===== src/verilog/mips_cpu_params.svh =====
`ifndef MIPS_CPU_PARAMS_SVH
`define MIPS_CPU_PARAMS_SVH

// Data and address width of the core
`define MIPS_DATA_WIDTH 32

`define MIPS_REG_COUNT 32

// Boot address in kseg1 ROM
`define MIPS_RESET_VECTOR 32'hBFC0_0000

`endif


===== src/verilog/mips_cpu_pkg.sv =====
package mips_cpu_pkg;

    typedef enum logic [2:0] {
        s_halted = 3'd0,
        s_fetch  = 3'd1,
        s_decode = 3'd2,
        s_exec1  = 3'd3,
        s_exec2  = 3'd4
    } state_t;

    typedef enum logic [3:0] {
        alu_add    = 4'd0,
        alu_pass_b = 4'd1,
        alu_func   = 4'd2,   // Op taken from fncode
        alu_eq     = 4'd3,
        alu_gez    = 4'd4,
        alu_gtz    = 4'd5,
        alu_lez    = 4'd6,
        alu_ltz    = 4'd7,
        alu_ne     = 4'd8,
        alu_pass_a = 4'd9,
        alu_and    = 4'd10,
        alu_or     = 4'd11,
        alu_xor    = 4'd12,
        alu_slt    = 4'd13,
        alu_sltu   = 4'd14
    } aluop_t;

endpackage


===== src/verilog/mips_cpu_sequencer.sv =====
`timescale 1ns/100ps

module mips_cpu_sequencer (
    input  logic                 clk,
    input  logic                 rst,
    input  logic                 waitrequest,
    input  logic                 two_cycle,
    input  logic                 pc_zero,
    output mips_cpu_pkg::state_t state
);
    import mips_cpu_pkg::*;

    state_t state_next;
    state_t fetch_or_halt;

    always_comb begin
        fetch_or_halt = pc_zero ? s_halted : s_fetch;   // Jump to 0 ends the program
        case (state)
            s_fetch: begin
                state_next = waitrequest ? s_fetch : s_decode;
            end
            s_decode: begin
                state_next = s_exec1;
            end
            s_exec1: begin
                if (waitrequest) begin
                    state_next = s_exec1;   // Load or store still on the bus
                end else if (two_cycle) begin
                    state_next = s_exec2;
                end else begin
                    state_next = fetch_or_halt;
                end
            end
            s_exec2: begin
                state_next = fetch_or_halt;
            end
            default: begin
                state_next = s_halted;   // Stays here until reset
            end
        endcase
    end

    always_ff @(posedge clk) begin
        if (rst) begin
            state <= s_fetch;
        end else begin
            state <= state_next;
        end
    end

endmodule


===== src/verilog/mips_cpu_controller.sv =====
`timescale 1ns/100ps

module mips_cpu_controller (
    input  logic [5:0]           opcode,
    input  logic [5:0]           fncode,
    input  logic [4:0]           regimm,
    input  logic [1:0]           memoryadress,
    input  mips_cpu_pkg::state_t state,
    input  logic                 waitrequest,
    output logic [1:0]           regdst,
    output logic [1:0]           loadtype,
    output logic                 regwrite,
    output logic                 iord,
    output logic                 irwrite,
    output logic                 pcwrite,
    output logic [1:0]           pcsource,
    output logic                 pcwritecond,
    output logic                 jump,
    output logic                 jumpconen,
    output logic                 memread,
    output logic                 memwrite,
    output logic [3:0]           byteenable,
    output logic                 memtoreg,
    output mips_cpu_pkg::aluop_t aluop,
    output logic                 hilowrite,
    output logic                 alusrca,
    output logic [2:0]           alusrcb,
    output logic                 aluouten,
    output logic                 two_cycle
);
    import mips_cpu_pkg::*;

    logic exec1;
    logic exec2;

    assign exec1 = (state == s_exec1);
    assign exec2 = (state == s_exec2);

    always_comb begin
        regdst      = 2'd0;   // 0 rt, 1 rd, 2 r31
        loadtype    = 2'd0;   // 0 zero ext, 1 sign ext, 2 LUI
        regwrite    = 1'b0;
        iord        = 1'b0;
        irwrite     = 1'b0;
        pcwrite     = 1'b0;
        pcsource    = 2'd0;   // 0 ALU, 1 ALUOut, 2 J target, 3 rs
        pcwritecond = 1'b0;
        jump        = 1'b0;
        jumpconen   = 1'b0;
        memread     = 1'b0;
        memwrite    = 1'b0;
        byteenable  = 4'b0000;
        memtoreg    = 1'b0;
        aluop       = alu_add;
        hilowrite   = 1'b0;
        alusrca     = 1'b0;   // 0 PC, 1 rs
        alusrcb     = 3'd0;   // 0 rt, 1 four, 2 sext, 3 branch offset, 4 zext, 5 HI/LO
        aluouten    = 1'b0;
        two_cycle   = 1'b0;

        case (state)
            s_fetch: begin
                irwrite    = 1'b1;
                memread    = 1'b1;
                byteenable = 4'b1111;
                pcwrite    = !waitrequest;
                jumpconen  = !waitrequest;   // Apply pending delay-slot target
                alusrcb    = 3'd1;
            end
            s_decode: begin
                alusrcb  = 3'd3;   // Branch target into ALUOut
                aluouten = 1'b1;
            end
            s_exec1, s_exec2: begin
                case (opcode)
                    6'h00: begin
                        case (fncode)
                            6'h00, 6'h02, 6'h03, 6'h04, 6'h06, 6'h07,
                            6'h21, 6'h23, 6'h24, 6'h25, 6'h26, 6'h2a, 6'h2b: begin
                                regdst   = 2'd1;
                                regwrite = 1'b1;
                                aluop    = alu_func;
                                alusrca  = 1'b1;
                            end
                            6'h08, 6'h09: begin   // JR, JALR
                                pcsource = 2'd3;
                                jump     = 1'b1;
                                regdst   = 2'd1;
                                regwrite = fncode[0];
                                alusrcb  = 3'd1;   // Link is PC + 4 past the slot
                            end
                            6'h10, 6'h12: begin
                                regdst   = 2'd1;
                                regwrite = 1'b1;
                                aluop    = alu_pass_b;
                                alusrcb  = 3'd5;
                            end
                            6'h11, 6'h13, 6'h18, 6'h19, 6'h1a, 6'h1b: begin
                                hilowrite = 1'b1;   // Mult/div only move rs
                                aluop     = alu_pass_a;
                                alusrca   = 1'b1;
                            end
                            default: begin
                            end
                        endcase
                    end
                    6'h01: begin
                        pcsource = 2'd1;
                        case (regimm)
                            5'h00, 5'h01: begin
                                pcwritecond = 1'b1;
                                alusrca     = 1'b1;
                                aluop       = regimm[0] ? alu_gez : alu_ltz;
                            end
                            5'h10, 5'h11: begin   // Link first, then test rs
                                two_cycle   = 1'b1;
                                regdst      = 2'd2;
                                regwrite    = exec1;
                                alusrcb     = exec1 ? 3'd1 : 3'd0;
                                pcwritecond = exec2;
                                alusrca     = exec2;
                                if (exec2) begin
                                    aluop = regimm[0] ? alu_gez : alu_ltz;
                                end
                            end
                            default: begin
                            end
                        endcase
                    end
                    6'h02, 6'h03: begin   // J, JAL
                        pcsource = 2'd2;
                        jump     = 1'b1;
                        regdst   = 2'd2;
                        regwrite = opcode[0];
                        alusrcb  = 3'd1;
                    end
                    6'h04, 6'h05, 6'h06, 6'h07: begin
                        pcsource    = 2'd1;
                        pcwritecond = 1'b1;
                        alusrca     = 1'b1;
                        aluop       = opcode[1:0] == 2'b00 ? alu_eq :
                                      opcode[1:0] == 2'b01 ? alu_ne :
                                      opcode[1:0] == 2'b10 ? alu_lez : alu_gtz;
                    end
                    6'h09: begin
                        regwrite = 1'b1;
                        alusrca  = 1'b1;
                        alusrcb  = 3'd2;
                    end
                    6'h0a, 6'h0b, 6'h0c, 6'h0d, 6'h0e: begin
                        regwrite = 1'b1;
                        alusrca  = 1'b1;
                        alusrcb  = opcode[2] ? 3'd4 : 3'd2;   // Logic ops zero extend
                        aluop    = opcode == 6'h0a ? alu_slt :
                                   opcode == 6'h0b ? alu_sltu :
                                   opcode == 6'h0c ? alu_and :
                                   opcode == 6'h0d ? alu_or : alu_xor;
                    end
                    6'h0f: begin
                        regwrite = 1'b1;
                        loadtype = 2'd2;
                    end
                    6'h20, 6'h21, 6'h23, 6'h24, 6'h25: begin
                        two_cycle  = 1'b1;
                        iord       = 1'b1;
                        alusrca    = 1'b1;
                        alusrcb    = 3'd2;
                        aluouten   = exec1;   // Keep address for lane select
                        memread    = exec1;
                        byteenable = exec1 ? 4'b1111 : 4'b0000;
                        regwrite   = exec2;
                        memtoreg   = 1'b1;
                        loadtype   = opcode[2] ? 2'd0 : 2'd1;
                    end
                    6'h28, 6'h29, 6'h2b: begin
                        iord       = 1'b1;
                        memwrite   = 1'b1;
                        alusrca    = 1'b1;
                        alusrcb    = 3'd2;
                        byteenable = opcode == 6'h2b ? 4'b1111 :
                                     opcode == 6'h29 ? 4'b0011 << memoryadress :
                                     4'b0001 << memoryadress;
                    end
                    default: begin
                    end
                endcase
            end
            default: begin
            end
        endcase
    end

endmodule


===== src/verilog/mips_cpu_alu.sv =====
`timescale 1ns/100ps
`include "mips_cpu_params.svh"

module mips_cpu_alu (
    input  logic [`MIPS_DATA_WIDTH-1:0] a,
    input  logic [`MIPS_DATA_WIDTH-1:0] b,
    input  logic [4:0]                  shamt,
    input  logic [5:0]                  fncode,
    input  mips_cpu_pkg::aluop_t        aluop,
    output logic [`MIPS_DATA_WIDTH-1:0] alu_result,
    output logic                        cond
);
    import mips_cpu_pkg::*;

    localparam int W = `MIPS_DATA_WIDTH;

    logic signed [W-1:0] a_s;
    logic signed [W-1:0] b_s;
    logic [W-1:0]        slt_val;
    logic [W-1:0]        sltu_val;
    logic [W-1:0]        func_result;

    assign a_s = a;
    assign b_s = b;
    assign slt_val = {{(W-1){1'b0}}, a_s < b_s};
    assign sltu_val = {{(W-1){1'b0}}, a < b};

    always_comb begin
        case (fncode)
            6'h00: func_result = b << shamt;
            6'h02: func_result = b >> shamt;
            6'h03: func_result = b_s >>> shamt;
            6'h04: func_result = b << a[4:0];   // Variable shifts use rs
            6'h06: func_result = b >> a[4:0];
            6'h07: func_result = b_s >>> a[4:0];
            6'h23: func_result = a - b;
            6'h24: func_result = a & b;
            6'h25: func_result = a | b;
            6'h26: func_result = a ^ b;
            6'h2a: func_result = slt_val;
            6'h2b: func_result = sltu_val;
            default: func_result = a + b;
        endcase
    end

    always_comb begin
        case (aluop)
            alu_pass_b: alu_result = b;
            alu_func:   alu_result = func_result;
            alu_pass_a: alu_result = a;
            alu_and:    alu_result = a & b;
            alu_or:     alu_result = a | b;
            alu_xor:    alu_result = a ^ b;
            alu_slt:    alu_result = slt_val;
            alu_sltu:   alu_result = sltu_val;
            default:    alu_result = a + b;
        endcase

        case (aluop)
            alu_eq:  cond = (a == b);
            alu_ne:  cond = (a != b);
            alu_gez: cond = !a[W-1];
            alu_ltz: cond = a[W-1];
            alu_gtz: cond = !a[W-1] && (a != '0);
            alu_lez: cond = a[W-1] || (a == '0);
            default: cond = 1'b0;
        endcase
    end

endmodule


===== src/verilog/mips_cpu_regfile.sv =====
`timescale 1ns/100ps
`include "mips_cpu_params.svh"

module mips_cpu_regfile (
    input  logic                                clk,
    input  logic                                rst,
    input  logic [$clog2(`MIPS_REG_COUNT)-1:0]  raddr_a,
    input  logic [$clog2(`MIPS_REG_COUNT)-1:0]  raddr_b,
    input  logic [$clog2(`MIPS_REG_COUNT)-1:0]  waddr,
    input  logic [`MIPS_DATA_WIDTH-1:0]         wdata,
    input  logic                                wen,
    output logic [`MIPS_DATA_WIDTH-1:0]         rdata_a,
    output logic [`MIPS_DATA_WIDTH-1:0]         rdata_b
);

    logic [`MIPS_DATA_WIDTH-1:0] regs [`MIPS_REG_COUNT];

    assign rdata_a = (raddr_a == '0) ? '0 : regs[raddr_a];
    assign rdata_b = (raddr_b == '0) ? '0 : regs[raddr_b];

    always_ff @(posedge clk) begin
        if (rst) begin
            for (int i = 0; i < `MIPS_REG_COUNT; i++) begin
                regs[i] <= '0;
            end
        end else if (wen && waddr != '0) begin   // $zero is hardwired
            regs[waddr] <= wdata;
        end
    end

endmodule


===== src/verilog/mips_cpu.sv =====
`timescale 1ns/100ps
`include "mips_cpu_params.svh"

module mips_cpu (
    input  logic                        clk,
    input  logic                        rst,
    output logic [`MIPS_DATA_WIDTH-1:0] address,
    output logic                        read,
    output logic                        write,
    output logic [`MIPS_DATA_WIDTH-1:0] writedata,
    output logic [3:0]                  byteenable,
    input  logic [`MIPS_DATA_WIDTH-1:0] readdata,
    input  logic                        waitrequest,
    output logic                        active
);
    import mips_cpu_pkg::*;

    localparam int W = `MIPS_DATA_WIDTH;

    state_t       state;
    aluop_t       aluop;
    logic [1:0]   regdst;
    logic [1:0]   loadtype;
    logic [1:0]   pcsource;
    logic [2:0]   alusrcb;
    logic         regwrite;
    logic         iord;
    logic         irwrite;
    logic         pcwrite;
    logic         pcwritecond;
    logic         jump;
    logic         jumpconen;
    logic         memread;
    logic         memwrite;
    logic         memtoreg;
    logic         hilowrite;
    logic         alusrca;
    logic         aluouten;
    logic         two_cycle;
    logic         cond;
    logic         mem_stall;
    logic         take_target;
    logic         target_pending;
    logic [W-1:0] pc;
    logic [W-1:0] target;
    logic [W-1:0] ir;
    logic [W-1:0] aluout;
    logic [W-1:0] mdr;
    logic [W-1:0] hi;
    logic [W-1:0] lo;
    logic [W-1:0] rs_val;
    logic [W-1:0] rt_val;
    logic [W-1:0] imm_sext;
    logic [W-1:0] alu_a;
    logic [W-1:0] alu_b;
    logic [W-1:0] alu_result;
    logic [W-1:0] pc_next;
    logic [W-1:0] load_value;
    logic [W-1:0] wr_data;
    logic [4:0]   wr_addr;
    logic [7:0]   load_byte;
    logic [15:0]  load_half;

    // Stall only counts while this core has a request on the bus
    assign mem_stall = waitrequest && (memread || memwrite);
    assign take_target = jump || (pcwritecond && cond);

    assign address = iord ? alu_result : pc;
    assign read = memread;
    assign write = memwrite;
    assign active = (state != s_halted);

    assign imm_sext = {{(W-16){ir[15]}}, ir[15:0]};
    assign alu_a = alusrca ? rs_val : pc;

    always_comb begin
        case (alusrcb)
            3'd0: alu_b = rt_val;
            3'd1: alu_b = W'(4);
            3'd2: alu_b = imm_sext;
            3'd3: alu_b = {imm_sext[W-3:0], 2'b00};
            3'd4: alu_b = {{(W-16){1'b0}}, ir[15:0]};
            default: alu_b = ir[1] ? lo : hi;   // MFLO has fncode bit 1 set
        endcase

        case (pcsource)
            2'd0: pc_next = alu_result;
            2'd1: pc_next = aluout;
            2'd2: pc_next = {pc[W-1:W-4], ir[25:0], 2'b00};
            default: pc_next = rs_val;
        endcase

        case (regdst)
            2'd0: wr_addr = ir[20:16];
            2'd1: wr_addr = ir[15:11];
            default: wr_addr = 5'd31;
        endcase
    end

    // Load lanes picked by the address kept in ALUOut
    assign load_byte = mdr[8*aluout[1:0] +: 8];
    assign load_half = aluout[1] ? mdr[31:16] : mdr[15:0];

    always_comb begin
        case (ir[27:26])
            2'b00: load_value = {{(W-8){loadtype[0] & load_byte[7]}}, load_byte};
            2'b01: load_value = {{(W-16){loadtype[0] & load_half[15]}}, load_half};
            default: load_value = mdr;
        endcase

        if (loadtype == 2'd2) begin
            wr_data = {ir[15:0], 16'h0000};   // LUI
        end else if (memtoreg) begin
            wr_data = load_value;
        end else begin
            wr_data = alu_result;
        end

        case (ir[27:26])
            2'b00: writedata = {4{rt_val[7:0]}};
            2'b01: writedata = {2{rt_val[15:0]}};
            default: writedata = rt_val;
        endcase
    end

    always_ff @(posedge clk) begin
        if (rst) begin
            pc <= `MIPS_RESET_VECTOR;
            target_pending <= 1'b0;
        end else begin
            if (pcwrite) begin
                pc <= (jumpconen && target_pending) ? target : pc_next;
            end
            if (take_target) begin
                target_pending <= 1'b1;   // Taken after the delay slot
            end else if (jumpconen) begin
                target_pending <= 1'b0;
            end
        end
    end

    always_ff @(posedge clk) begin
        if (take_target) begin
            target <= pc_next;
        end
        if (irwrite && !mem_stall) begin
            ir <= readdata;
        end
        if (aluouten && !mem_stall) begin
            aluout <= alu_result;
        end
        if (memread && iord && !mem_stall) begin
            mdr <= readdata;
        end
        if (hilowrite && ir[5:0] != 6'h13) begin
            hi <= alu_result;
        end
        if (hilowrite && ir[5:0] != 6'h11) begin
            lo <= alu_result;
        end
    end

    mips_cpu_sequencer u_sequencer (
        .clk         (clk),
        .rst         (rst),
        .waitrequest (mem_stall),
        .two_cycle   (two_cycle),
        .pc_zero     (pc == '0),
        .state       (state)
    );

    mips_cpu_controller u_controller (
        .opcode       (ir[31:26]),
        .fncode       (ir[5:0]),
        .regimm       (ir[20:16]),
        .memoryadress (alu_result[1:0]),
        .state        (state),
        .waitrequest  (mem_stall),
        .regdst       (regdst),
        .loadtype     (loadtype),
        .regwrite     (regwrite),
        .iord         (iord),
        .irwrite      (irwrite),
        .pcwrite      (pcwrite),
        .pcsource     (pcsource),
        .pcwritecond  (pcwritecond),
        .jump         (jump),
        .jumpconen    (jumpconen),
        .memread      (memread),
        .memwrite     (memwrite),
        .byteenable   (byteenable),
        .memtoreg     (memtoreg),
        .aluop        (aluop),
        .hilowrite    (hilowrite),
        .alusrca      (alusrca),
        .alusrcb      (alusrcb),
        .aluouten     (aluouten),
        .two_cycle    (two_cycle)
    );

    mips_cpu_alu u_alu (
        .a          (alu_a),
        .b          (alu_b),
        .shamt      (ir[10:6]),
        .fncode     (ir[5:0]),
        .aluop      (aluop),
        .alu_result (alu_result),
        .cond       (cond)
    );

    mips_cpu_regfile u_regfile (
        .clk     (clk),
        .rst     (rst),
        .raddr_a (ir[25:21]),
        .raddr_b (ir[20:16]),
        .waddr   (wr_addr),
        .wdata   (wr_data),
        .wen     (regwrite),
        .rdata_a (rs_val),
        .rdata_b (rt_val)
    );

endmodule


===== config.mk =====
export PLATFORM = sky130hd
export DESIGN_NAME = mips_cpu
export DESIGN_NICKNAME = d
export VERILOG_FILES = /design/src/verilog/mips_cpu_pkg.sv /design/src/verilog/mips_cpu_sequencer.sv /design/src/verilog/mips_cpu_controller.sv /design/src/verilog/mips_cpu_alu.sv /design/src/verilog/mips_cpu_regfile.sv /design/src/verilog/mips_cpu.sv
export VERILOG_INCLUDE_DIRS = /design/src /design/src/verilog
export SDC_FILE = /design/constraint.sdc
export NUM_CORES = 2
export LEC_CHECK = 0
export ABC_CLOCK_PERIOD_IN_PS = 10030
export BUFFER_PORTS_ARGS = -buffer_cell sky130_fd_sc_hd__buf_2
export CAP_MARGIN = 5
export CORE_MARGIN = 1.5
export CORE_UTILIZATION = 55
export DETAILED_ROUTE_END_ITERATION = 6
export PLACE_DENSITY = 0.71
export SLEW_MARGIN = 5
export SYNTH_ARGS = -nofsm -noshare
export SYNTH_HDL_FRONTEND = slang
export SYNTH_HIERARCHICAL = 1
export SYNTH_SLANG_ARGS = --single-unit
export TNS_END_PERCENT = 50

===== constraint.sdc =====
create_clock -name clk -period 10.03 [get_ports clk]
set_input_delay 1.5045 -clock clk [delete_from_list [all_inputs] [get_ports clk]]
set_output_delay 1.5045 -clock clk [all_outputs]
set_load 0.05 [all_outputs]

==> impl_metrics.py <==
metrics = {
    "timing": {
        "slew_headroom": 0.00642,
        "max_freq_mhz": 99.6,
        "tightestPinTransition_ns": 1.48,
        "finalSetupViolations": 1,
        "slew_viol_final": 0,
        "min_period_ns": 10.04,
        "fin_worst_skew_ns": 0.0788,
        "grt_setup_unrepaired": "yes",
        "fin_ws_ns": -0.00792,
        "hold_viol": 0,
        "finalHoldWorstSlack_ns": 0.524,
        "post-route-period-util": 1.00,
    },
    "worst_setup_path": {
        "cp.depth": 25,
        "critPathTopFamily": "simple AND/OR/NAND/NOR gates",
        "reg2reg_depth": 26,
        "critical_path_class": "reg2out",
        "crit_required_ns": 8.53,
        "crit_path_max_incr_delay_ns": 0.92,
        "crit_fanout": 21,
        "endpoint_kind": "output port",
        "timing.critical_path.mode_cell": "buf_4",
        "crit_slowest_cell": "or3_2",
        "crit_buf_inv": 6,
        "cp.arrival_ns": 8.53,
        "cp-start-kind": "register",
    },
    "yosys": {
        "synth_edf_count": 1216,
        "ys_types": 107,
        "synth_seq_cells": 1252,
        "syn_area_um2": 79700,
        "yosysWarnings": 6,
        "seq_area_frac_synth": 0.467,
        "async_reset_ff_frac": 0,
        "avgSynthCellArea_um2": 12.1,
        "syn_inst": 6571,
        "synth_flop_cell": "edfxtp_1",
    },
    "global_route": {
        "first_global_vias": 60200,
        "grt_max_degree": 85,
        "grt_pass1_wl_um": 459000,
        "antenna_found_initial": 21,
        "overflow": 0,
        "grt.total_usage": 0.443,
    },
    "cells_and_area": {
        "area_growth_syn_to_layout_pct": 11.2,
        "drive_gt1_frac": 0.236,
        "final_common_cell": "edfxtp_1",
        "post-route-util": 0.617,
        "stdcell_count": 8644,
        "final_cell_mix": "edfxtp_1 (1216), and2_1 (1009), mux4_2 (521), buf_4 (401), mux2i_1 (377)",
        "nets": 6754,
    },
    "clocking": {
        "cts-root-buf": "clkbuf_16",
        "cts_buffer_depth": 3,
        "clkTransAtPathRegs_ns": 0.06,
        "htree_num_levels": 4,
        "cts_buffers": 137,
        "cts_tree": "built",
        "holdBufCountCts": 0,
        "clk_latency_ns": 0.80,
        "clock-sinks": 1252,
    },
    "route": {
        "dr.pass1.iters": 7,
        "via_per_inst": 7.39,
        "routed_wl_um": 331000,
        "vias": 63900,
        "ant_nets": 0,
        "routedWlPerCell_um": 38.3,
        "drt_iter0_drc": 11100,
        "drc": 43,
    },
    "floorplan": {
        "chipHeight_um": 384,
        "core_um2": 144000,
        "initial_utilization": 0.554,
        "num_rows": 139,
        "die_w_um": 384,
        "die_area_um2": 147000,
        "ioPinCount": 106,
    },
    "run_status": {
        "outcome": "finished with violations",
        "failed_checks": "design-rule violations, max-capacitance violations, negative setup slack",
    },
    "placement": {
        "io_buffers": 105,
        "gp_congestion": 1.10,
        "dp_cells": 8367,
        "hpwl_um": 227000,
    },
    "job": {
        "cap_violations": 1,
    },
    "worst_hold_path": {
        "hp-class": "reg2reg",
        "holdPathStages": 2,
    },
}
-- worst min-delay path, stage by stage, from the launching register on --
cell and delay (ns):
dfxtp_1 0.35, a21oi_1 0.07, nor2_1 0.07
-- sequential cells by signal (all words and copies together), names as in the netlist --
register and cells:
aluout 32, hi 32, u_sequencer/state 3, mdr 32, lo 32, target 32, ir 32, target_pending 1
pc 32, u_regfile/regs 1024
-- synth_stat cells, types with 31 or more instances --
library cell	n	area share
nor2_1	316	0.015
nor4_1	42	0.0033
xnor2_1	42	0.0046
o221ai_1	43	0.0047
inv_1	120	0.0056
edfxtp_1	1216	0.46
o21ai_0	155	0.0097
buf_6	31	0.0044
dfxtp_1	36	0.0090
nor3_1	119	0.0075
buf_4	42	0.0040
and2_1	1011	0.079
clkbuf_1	454	0.021
a221oi_1	37	0.0041
a21oi_1	254	0.016
a2111oi_0	37	0.0041
nand3_1	55	0.0035
a22o_1	70	0.0077
buf_1	36	0.0017
o211ai_1	66	0.0062
ha_1	101	0.016
mux2i_1	384	0.048
mux2_2	149	0.021
buf_2	93	0.0058
nand2b_1	51	0.0040
nor2b_1	60	0.0047
or2_2	37	0.0029
a31oi_1	41	0.0032
o22ai_1	108	0.0085
a22oi_1	60	0.0056
a211oi_1	102	0.0096
nand2_1	321	0.015
mux4_2	521	0.15
-- cells by family after synthesis --
family,Yosys count,synth area share
AO/OA/AOI/OAI,1206,0.105
adder cells (fa/ha/maj),103,0.0163
buffers and inverters,779,0.0431
multiplexers,1060,0.217
flip-flops,1252,0.467
other,1,0.0000470
AND/OR/NAND/NOR,2123,0.146
XOR/XNOR,47,0.00516
-- worst paths after layout --
| kind | start | end | slack [ns] |
|---|---|---|---|
| max | ir[17]$_DFFE_PP_ | byteenable[2] | -0.008 |
| min | target_pending$_SDFFE_PP0P_ | target_pending$_SDFFE_PP0P_ | 0.52 |
| max reg2reg | ir[17]$_DFFE_PP_ | u_regfile/regs[13][30]$_SDFFCE_PN0P_ | 1.61 |
| min reg2reg | target_pending$_SDFFE_PP0P_ | target_pending$_SDFFE_PP0P_ | 0.52 |
-- per-stage QoR --
step,setup slack (ns),TNS (ns),cell area (µm²)
2_1_floorplan,0.520,0,79900
3_3_place_gp,0.471,0,83800
3_5_place_dp,0.471,0,83800
4_1_cts,0.0824,0,88500
5_1_grt,-0.0592,-0.0673,88600
6_report,-0.00792,-0.00792,88700
-- metal layers --
metal  wire length, µm  global-route usage  vias to the layer above
met1            113000               0.566                    31500
met4             25800               0.267                       20
met2            145000               0.670                     5874
li1                  -                   -                    25200
met5               183                   0                        -
met3             47700               0.128                     1281
-- cell type report --
| type | instances | area [µm²] |
|---|---|---|
| inverter | 121 | 454 |
| sequential | 1252 | 37200 |
| clock buffer | 170 | 3590 |
| multi-input combinational | 4571 | 39900 |
| fill | 11000 | 55200 |
| antenna | 14 | 35.0 |
| tap | 1903 | 2380 |
| clock inverter | 80 | 1020 |
| timing repair buffer | 533 | 4090 |
-- what timing repair did --
item,4_1_cts,5_1_grt
pin swaps,1,4
resized for setup,23,12
buffers inserted,7,5
setup endpoints to repair,4,10
Power is left out: the tool's default activity adds up to more than one toggle a clock period on the data nets, which glitch-free logic cannot reach.
